### src/hdl/cam_pkg.sv
// ##########################################################################
// shared types for the rover vision and steering path
// widths, camera word and expanded pixel structs,
// verdict, remote command and motion encodings
// ##########################################################################

`default_nettype none

package cam_pkg;

  // column index width, frames up to 1024 wide
  localparam int COL_W = 10;

  // per-region orange counter width
  // 320x240 frame needs 17 bits in the worst case
  localparam int CNT_W = 17;

  // incoming camera word, one per raw strobe
  typedef struct packed {
    // r in [11:8], g in [7:4], b in [3:0]
    logic [11:0] rgb444;
    // first pixel of a line
    logic        sol;
    // last pixel of a frame
    logic        eof;
  } raw_pix_t;

  // expanded pixel with its column
  typedef struct packed {
    logic [7:0]       r;
    logic [7:0]       g;
    logic [7:0]       b;
    logic [COL_W-1:0] x;
    logic             eof;
  } pixel_t;

  // direction verdict, also used as the region tag
  typedef enum logic [1:0] {
    dir_none,
    dir_left,
    dir_center,
    dir_right
  } dir_e;

  // one verdict per frame
  typedef struct packed {
    logic detected;
    dir_e dir;
  } verdict_t;

  // decoded remote buttons
  typedef enum logic [1:0] {
    cmd_none,
    cmd_start,
    cmd_stop
  } cmd_e;

  // drive commands to the motor side
  typedef enum logic [2:0] {
    mot_stop,
    mot_forward,
    mot_left,
    mot_right,
    mot_spin
  } motion_e;

endpackage

`default_nettype wire

### src/hdl/pixel_unpack.sv
// ##########################################################################
// pixel_unpack
// expands RGB444 camera words to 8-bit channels and
// tags each pixel with its column within the line
// ##########################################################################

`timescale 1ns/1ps
`default_nettype none

module pixel_unpack #(
  parameter int FRAME_WIDTH = 320
) (
  input  logic              clk,
  input  logic              rst,
  input  logic              raw_valid,
  input  cam_pkg::raw_pix_t raw,
  output logic              pix_valid,
  output cam_pkg::pixel_t   pix
);

  // current column, last value handed out
  logic [cam_pkg::COL_W-1:0] col;
  logic [cam_pkg::COL_W-1:0] col_nxt;

  // sol restarts the line at column 0
  assign col_nxt = raw.sol ? '0 : col + 1'b1;

  // column and strobe
  always_ff @(posedge clk) begin
    if (rst) begin
      col       <= '0;
      pix_valid <= 1'b0;
    end else begin
      pix_valid <= raw_valid;
      if (raw_valid) begin
        col <= col_nxt;
      end
    end
  end

  // payload, nibble repeated into both halves
  // so 4'hf maps to 8'hff and 4'h0 to 8'h00
  always_ff @(posedge clk) begin
    if (raw_valid) begin
      pix.r   <= {raw.rgb444[11:8], raw.rgb444[11:8]};
      pix.g   <= {raw.rgb444[7:4], raw.rgb444[7:4]};
      pix.b   <= {raw.rgb444[3:0], raw.rgb444[3:0]};
      pix.x   <= col_nxt;
      pix.eof <= raw.eof;
    end
  end

  // camera must start a new line before running off the edge
  a_col_in_frame : assert property (@(posedge clk) disable iff (rst)
    (raw_valid && !raw.sol) |-> (col < FRAME_WIDTH - 1));

endmodule

`default_nettype wire

### src/hdl/orange_detector.sv
// ##########################################################################
// orange_detector
// per-pixel orange threshold test, recolours hits
// to pure red for the preview stream
// ##########################################################################

`timescale 1ns/1ps
`default_nettype none

module orange_detector #(
  parameter int R_MIN = 180,
  parameter int G_MIN = 60,
  parameter int G_MAX = 160,
  parameter int B_MAX = 80
) (
  input  logic            clk,
  input  logic            rst,
  input  logic            pix_valid,
  input  cam_pkg::pixel_t pix,
  output logic            det_valid,
  output logic            det_orange,
  output cam_pkg::pixel_t det_pix
);

  logic r_ok;
  logic g_ok;
  logic b_ok;
  logic is_orange;
  cam_pkg::pixel_t recoloured;

  // channel window checks
  assign r_ok = (pix.r >= R_MIN);
  assign g_ok = (pix.g >= G_MIN) && (pix.g <= G_MAX);
  assign b_ok = (pix.b <= B_MAX);

  // red must also dominate green, rejects yellows
  assign is_orange = r_ok && g_ok && b_ok && (pix.r > pix.g);

  // hit becomes pure red, column and eof untouched
  always_comb begin
    recoloured = pix;
    if (is_orange) begin
      recoloured.r = 8'hff;
      recoloured.g = 8'h00;
      recoloured.b = 8'h00;
    end
  end

  // strobe
  always_ff @(posedge clk) begin
    if (rst) begin
      det_valid <= 1'b0;
    end else begin
      det_valid <= pix_valid;
    end
  end

  // flag and pixel travel together
  always_ff @(posedge clk) begin
    if (pix_valid) begin
      det_orange <= is_orange;
      det_pix    <= recoloured;
    end
  end

endmodule

`default_nettype wire

### src/hdl/direction_classifier.sv
// ##########################################################################
// direction_classifier
// counts orange pixels per third of the frame and
// issues one direction verdict at end of frame
// ##########################################################################

`timescale 1ns/1ps
`default_nettype none

module direction_classifier #(
  parameter int FRAME_WIDTH = 320,
  parameter int MIN_COUNT   = 64
) (
  input  logic              clk,
  input  logic              rst,
  input  logic              det_valid,
  input  logic              det_orange,
  input  cam_pkg::pixel_t   det_pix,
  output logic              verdict_valid,
  output cam_pkg::verdict_t verdict
);

  // region boundaries, exclusive upper ends
  localparam int LEFT_END   = FRAME_WIDTH / 3;
  localparam int CENTER_END = (2 * FRAME_WIDTH) / 3;

  logic [cam_pkg::CNT_W-1:0] cnt_left;
  logic [cam_pkg::CNT_W-1:0] cnt_center;
  logic [cam_pkg::CNT_W-1:0] cnt_right;
  logic [cam_pkg::CNT_W-1:0] left_nxt;
  logic [cam_pkg::CNT_W-1:0] center_nxt;
  logic [cam_pkg::CNT_W-1:0] right_nxt;
  logic [cam_pkg::CNT_W+1:0] total;
  logic                      frame_end;
  logic                      detected;
  cam_pkg::dir_e             region;
  cam_pkg::dir_e             best_dir;

  assign frame_end = det_valid && det_pix.eof;

  // which third this column falls in
  always_comb begin
    if (det_pix.x < LEFT_END) begin
      region = cam_pkg::dir_left;
    end else if (det_pix.x < CENTER_END) begin
      region = cam_pkg::dir_center;
    end else begin
      region = cam_pkg::dir_right;
    end
  end

  // counts including the current pixel
  // eof pixel counts toward its own frame
  always_comb begin
    left_nxt   = cnt_left;
    center_nxt = cnt_center;
    right_nxt  = cnt_right;
    if (det_valid && det_orange) begin
      case (region)
        cam_pkg::dir_left:   left_nxt   = cnt_left + 1'b1;
        cam_pkg::dir_center: center_nxt = cnt_center + 1'b1;
        default:             right_nxt  = cnt_right + 1'b1;
      endcase
    end
  end

  assign total    = left_nxt + center_nxt + right_nxt;
  assign detected = (total >= MIN_COUNT);

  // largest region wins
  // centre takes ties, then left over right
  always_comb begin
    if ((center_nxt >= left_nxt) && (center_nxt >= right_nxt)) begin
      best_dir = cam_pkg::dir_center;
    end else if (left_nxt >= right_nxt) begin
      best_dir = cam_pkg::dir_left;
    end else begin
      best_dir = cam_pkg::dir_right;
    end
  end

  // counters clear at frame end, nothing carries over
  always_ff @(posedge clk) begin
    if (rst) begin
      cnt_left      <= '0;
      cnt_center    <= '0;
      cnt_right     <= '0;
      verdict_valid <= 1'b0;
    end else begin
      verdict_valid <= frame_end;
      if (frame_end) begin
        cnt_left   <= '0;
        cnt_center <= '0;
        cnt_right  <= '0;
      end else begin
        cnt_left   <= left_nxt;
        cnt_center <= center_nxt;
        cnt_right  <= right_nxt;
      end
    end
  end

  // verdict payload, held until next frame end
  always_ff @(posedge clk) begin
    if (frame_end) begin
      verdict.detected <= detected;
      verdict.dir      <= detected ? best_dir : cam_pkg::dir_none;
    end
  end

  // frames always span more than one pixel
  a_single_verdict : assert property (@(posedge clk) disable iff (rst)
    verdict_valid |=> !verdict_valid);

endmodule

`default_nettype wire

### src/hdl/drive_fsm.sv
// ##########################################################################
// drive_fsm
// rover mode FSM, combines remote commands with frame
// verdicts and registers the motion request
// ##########################################################################

`timescale 1ns/1ps
`default_nettype none

module drive_fsm (
  input  logic              clk,
  input  logic              rst,
  input  logic              cmd_valid,
  input  cam_pkg::cmd_e     cmd,
  input  logic              verdict_valid,
  input  cam_pkg::verdict_t verdict,
  output cam_pkg::motion_e  motion,
  output logic              mode_tracking
);

  typedef enum logic [1:0] {
    mode_idle,
    mode_search,
    mode_track
  } mode_e;

  mode_e            mode;
  mode_e            mode_nxt;
  cam_pkg::motion_e motion_nxt;
  logic             stop_req;
  logic             start_req;

  assign stop_req  = cmd_valid && (cmd == cam_pkg::cmd_stop);
  assign start_req = cmd_valid && (cmd == cam_pkg::cmd_start);

  // next mode, stop beats any verdict in the same cycle
  always_comb begin
    mode_nxt = mode;
    if (stop_req) begin
      mode_nxt = mode_idle;
    end else begin
      case (mode)
        // verdicts ignored here
        mode_idle:   if (start_req) mode_nxt = mode_search;
        mode_search: if (verdict_valid && verdict.detected) mode_nxt = mode_track;
        mode_track:  if (verdict_valid && !verdict.detected) mode_nxt = mode_search;
        default:     mode_nxt = mode_idle;
      endcase
    end
  end

  // motion from next mode
  // tracking steers by the newest verdict, else holds last turn
  always_comb begin
    motion_nxt = motion;
    case (mode_nxt)
      mode_search: motion_nxt = cam_pkg::mot_spin;
      mode_track: begin
        if (verdict_valid && verdict.detected) begin
          case (verdict.dir)
            cam_pkg::dir_left:  motion_nxt = cam_pkg::mot_left;
            cam_pkg::dir_right: motion_nxt = cam_pkg::mot_right;
            default:            motion_nxt = cam_pkg::mot_forward;
          endcase
        end
      end
      default: motion_nxt = cam_pkg::mot_stop;
    endcase
  end

  always_ff @(posedge clk) begin
    if (rst) begin
      mode   <= mode_idle;
      motion <= cam_pkg::mot_stop;
    end else begin
      mode   <= mode_nxt;
      motion <= motion_nxt;
    end
  end

  assign mode_tracking = (mode == mode_track);

  // mode and motion registers never disagree
  a_mode_motion : assert property (@(posedge clk) disable iff (rst)
    mode_tracking == ((motion != cam_pkg::mot_stop) && (motion != cam_pkg::mot_spin)));

endmodule

`default_nettype wire

### src/hdl/target_tracker_top.sv
// ##########################################################################
// target_tracker_top
// camera pixel chain into orange detection, direction
// verdict and drive FSM, on a single clock
// ##########################################################################

`timescale 1ns/1ps
`default_nettype none

module target_tracker_top #(
  parameter int FRAME_WIDTH = 320,
  parameter int R_MIN       = 180,
  parameter int G_MIN       = 60,
  parameter int G_MAX       = 160,
  parameter int B_MAX       = 80,
  parameter int MIN_COUNT   = 64
) (
  input  logic              clk,
  input  logic              rst,
  input  logic              raw_valid,
  input  cam_pkg::raw_pix_t raw,
  input  logic              cmd_valid,
  input  cam_pkg::cmd_e     cmd,
  output logic              prev_valid,
  output cam_pkg::pixel_t   prev_pix,
  output logic              verdict_valid,
  output cam_pkg::verdict_t verdict,
  output cam_pkg::motion_e  motion,
  output logic              mode_tracking
);

  // unpacker to detector
  logic            pix_valid;
  cam_pkg::pixel_t pix;
  // detector to classifier, preview taps the same stream
  logic            det_orange;

  pixel_unpack #(
    .FRAME_WIDTH (FRAME_WIDTH)
  ) u_unpack (
    .clk       (clk),
    .rst       (rst),
    .raw_valid (raw_valid),
    .raw       (raw),
    .pix_valid (pix_valid),
    .pix       (pix)
  );

  orange_detector #(
    .R_MIN (R_MIN),
    .G_MIN (G_MIN),
    .G_MAX (G_MAX),
    .B_MAX (B_MAX)
  ) u_detect (
    .clk        (clk),
    .rst        (rst),
    .pix_valid  (pix_valid),
    .pix        (pix),
    .det_valid  (prev_valid),
    .det_orange (det_orange),
    .det_pix    (prev_pix)
  );

  direction_classifier #(
    .FRAME_WIDTH (FRAME_WIDTH),
    .MIN_COUNT   (MIN_COUNT)
  ) u_classify (
    .clk           (clk),
    .rst           (rst),
    .det_valid     (prev_valid),
    .det_orange    (det_orange),
    .det_pix       (prev_pix),
    .verdict_valid (verdict_valid),
    .verdict       (verdict)
  );

  drive_fsm u_drive (
    .clk           (clk),
    .rst           (rst),
    .cmd_valid     (cmd_valid),
    .cmd           (cmd),
    .verdict_valid (verdict_valid),
    .verdict       (verdict),
    .motion        (motion),
    .mode_tracking (mode_tracking)
  );

endmodule

`default_nettype wire

### config.mk
export PLATFORM = sky130hd
export DESIGN_NAME = target_tracker_top
export DESIGN_NICKNAME = d
export VERILOG_FILES = /design/src/hdl/cam_pkg.sv /design/src/hdl/pixel_unpack.sv /design/src/hdl/orange_detector.sv /design/src/hdl/direction_classifier.sv /design/src/hdl/drive_fsm.sv /design/src/hdl/target_tracker_top.sv
export SDC_FILE = /design/constraint.sdc
export NUM_CORES = 1
export LEC_CHECK = 0
export ABC_AREA = 1
export BUFFER_PORTS_ARGS = -buffer_cell sky130_fd_sc_hd__clkbuf_2
export CAP_MARGIN = 20
export CELL_PAD_IN_SITES_DETAIL_PLACEMENT = 1
export CELL_PAD_IN_SITES_GLOBAL_PLACEMENT = 2
export CORE_MARGIN = 5
export CORE_UTILIZATION = 38
export CTS_CLUSTER_DIAMETER = 40
export DETAILED_ROUTE_END_ITERATION = 10
export GPL_TIMING_DRIVEN = 0
export PLACE_DENSITY_LB_ADDON = 0.08
export RECOVER_POWER = 100
export SKIP_LAST_GASP = 1
export SYNTH_ARGS = -nofsm -noshare
export SYNTH_HDL_FRONTEND = slang
export SYNTH_SLANG_ARGS = --single-unit
### constraint.sdc
create_clock -name clk -period 10.7 [get_ports clk]
set_input_delay 2.14 -clock clk [delete_from_list [all_inputs] [get_ports clk]]
set_output_delay 2.14 -clock clk [all_outputs]
set_load 0.01 [all_outputs]
==> impl_metrics.json <==
{
  "run_status": "finished clean",
  "crit_top_cell": "nor2_1",
  "final_layout_size_suffix_gt1_share_pct": 7.70,
  "holdWs_ns": 0.409,
  "syn_area_um2": 8860,
  "fin_crit_sh_pct": 62.1,
  "switchingPower_uw": 369,
  "ys.flop_type": "dfxtp_1",
  "combinationalPowerShare_pct": 12.3,
  "use_met2_pct": 34.3,
  "leakagePower_uw": 0.00504,
  "cts-resized-gates": 0,
  "numCtsBuffers": 17,
  "cp_slowest_cell": "nor2_1",
  "start_util_pct": 38.9,
  "cts_hold_buffers": 0,
  "hpwlAfterDp_um": 21400,
  "wl_per_cell_um": 16.2,
  "critPathBufInv": 2,
  "synth-compound-area-share_pct": 9.20,
  "cp_num_cells": 26,
  "die_h_um": 163,
  "cts-htree-levels": 4,
  "rsz0062_at_grt": "false",
  "hp-class": "flop to flop",
  "synth_edf_count": 50,
  "syn_nets": 1344,
  "fin_ws_ns": 4.05,
  "start_kind": "flop",
  "dieArea_um2": 26500,
  "p_int_uw": 878,
  "max_cap_violations": 0,
  "first_pass_iters": 5,
  "p_sw_share_pct": 29.6,
  "yosys.area_share.xor_xnor_pct": 4.94,
  "grt_pass1_vias": 8168,
  "port_buffers": 62,
  "dp.cells": 1604,
  "hold_viol_final": 0,
  "final_common_cell": "nand2_1",
  "synth_adder_area_share_pct": 13.6,
  "io_pins": 64,
  "endpoint": "u_classify.verdict[0]",
  "r2r_slack_ns": 4.05,
  "use_met1_pct": 28.8,
  "rr_startpoint": "u_detect.det_pix[6]",
  "wl_um": 26400,
  "critPathRequiredTime_ns": 10.87,
  "fmax_ghz": 0.150,
  "synth_top_family_by_area": "simple AND/OR/NAND/NOR gates",
  "drv_slew": 0,
  "place.gp.congestion": 0.868,
  "netlist_instances": 1229,
  "clk_pin_slew_ns": 0.07,
  "synth-async-reset-ratio_pct": 0,
  "rr_endpoint": "u_classify.verdict[0]",
  "diodes": 0,
  "worst_pin_slew_ns": 1.41,
  "grt_pass1_wl_um": 43500,
  "yosysSeqAreaShare_pct": 32.6,
  "p_per_area_nw_per_um2": 124,
  "ir_worst_vdd_mv": 0.0883,
  "synthSimpleGateAreaFrac_pct": 29.3,
  "fin_nets": 1426,
  "grt_use_total_pct": 20.6,
  "clk_path_buf_depth": 2,
  "clkLatencyLatePin_ns": 0.43,
  "coreArea_um2": 22800,
  "critPathKind": "flop to flop",
  "ys_ff_latch": 119,
  "via_per_inst": 4.89,
  "num_rows": 55,
  "min_period_ns": 6.65,
  "critPathLaunch": "u_detect.det_pix[6]",
  "p_total_uw": 1250,
  "tns_ns": 0,
  "antenna_left": 0,
  "post_cts_buffers": 0,
  "finalSetupViolCount": 0,
  "final_cell_mix": "nand2_1 (278), inv_1 (198), nor2_1 (143), ha_1 (93), dfxtp_1 (69)",
  "muxShareOfSynthArea_pct": 0.113,
  "critical-path-top-delay-family": "simple AND/OR/NAND/NOR gates",
  "syn_area_per_cell_um2": 7.21,
  "cp_slowest_stage_delay_ns": 0.61,
  "max_slew_margin_pct": 6.15,
  "crit_path_end_kind": "flop",
  "reg2reg_depth": 26,
  "grt_overflow": 0,
  "dr_total_vias": 8005,
  "cts_tree": "built",
  "fin_skew_ns": 0.0153,
  "drc": 0,
  "grt_antenna_before_repair": 0,
  "fin_cells": 1637,
  "cts_root_buffer": "clkbuf_16",
  "syn_to_final_growth_pct": 13.7,
  "clkPwrFrac_pct": 47.1,
  "grt_max_degree": 29,
  "numClockSinks": 119,
  "die_w_um": 163,
  "drtIter0Drc": 341,
  "yosys_warnings": 0,
  "met3_usage_pct": 3.26,
  "synth_cell_types": 52,
  "dp_slack_ns": 5.01,
  "seqPwrFrac_pct": 40.7,
  "critPathMaxFanout": 9,
  "gr-max-usage-layer": "met2",
  "arrival_ns": 6.82
}
## synthesized netlist by cell type (all sizes together), types with 2 or more instances
master,count,area share (%)
clkbuf,11,0.47
buf,14,1.2
and2,5,0.35
dfxtp,69,16
nand3,66,3.7
edfxtp,50,17
nor4,4,0.28
a21o,4,0.34
a21boi,2,0.17
inv,205,8.7
ha,93,13
o21bai,5,0.47
nor3,26,1.5
or2,17,1.2
a211oi,2,0.17
nor2,149,6.9
xor2,47,4.6
nand3b,7,0.73
o21ai,54,3.1
fa,2,0.45
xnor2,3,0.30
nand4,29,2.0
o211ai,4,0.40
a21oi,66,3.8
nand2,285,12
## routing by layer
layer | wire (µm) | part of all wire (%)
met5 | 0 | 0
met4 | 163 | 0.62
met3 | 767 | 2.9
met2 | 12400 | 47
met1 | 13200 | 50
## worst min-delay path by stage
stage                     startpoint                   end  cells past startpoint
floorplan            u_unpack.pix[0]   u_detect.det_pix[0]                      0
global placement     u_unpack.pix[4]   u_detect.det_pix[4]                      0
detailed placement   u_unpack.pix[0]   u_detect.det_pix[0]                      0
CTS                  u_unpack.pix[9]   u_detect.det_pix[9]                      0
global route        u_unpack.pix[10]  u_detect.det_pix[10]                      0
finish               u_unpack.pix[9]   u_detect.det_pix[9]                      0
## power by group through the flow
stage          Combinational [µW]  Clock, µW  Sequential [µW]
3_3_place_gp                  151          0              519
6_report                      153        587              507
3_5_place_dp                  155          0              519
5_1_grt                       174        624              510
4_1_cts                       156        602              509
2_1_floorplan                97.4          0              517
## sequential cells by signal, summed over array words and instances (netlist names), 3 cells and up
| signal | flops |
|---|---|
| u_classify.cnt_left | 17 |
| u_drive.motion | 3 |
| u_classify.verdict | 3 |
| u_classify.cnt_center | 17 |
| u_detect.det_pix | 23 |
| u_classify.cnt_right | 17 |
| u_unpack.col | 10 |
| u_unpack.pix | 23 |
## final cells by class
| cell class | count | area [µm²] |
|---|---|---|
| fillers | 2920 | 12700 |
| multi-input cells | 880 | 5040 |
| flip-flops and latches | 119 | 2880 |
| inverters | 205 | 772 |
| clock buffers | 17 | 425 |
| well taps | 313 | 392 |
| repair buffers | 63 | 259 |
| clock inverters | 15 | 161 |
| plain buffers | 25 | 144 |
## metrics by stage
step           cell area, µm²  util, %
2_1_floorplan            8860        -
3_3_place_gp             9560     42.0
3_5_place_dp             9560     42.0
4_1_cts                 10100     44.5
5_1_grt                 10100     44.2
6_report                10100     44.2
## cells by family (layout without fill, tap and decap cells)
kind of cell / count (synthesis) / count (layout)
and+or+nand+nor: 589 / 589
buffers and inverters: 230 / 325
AOI/OAI and AO/OA: 145 / 145
DFF: 119 / 119
adders and majority gates: 95 / 95
xor gates and xnor gates: 50 / 50
muxes: 1 / 1
Note: power is estimated with default switching activity, not from simulation.
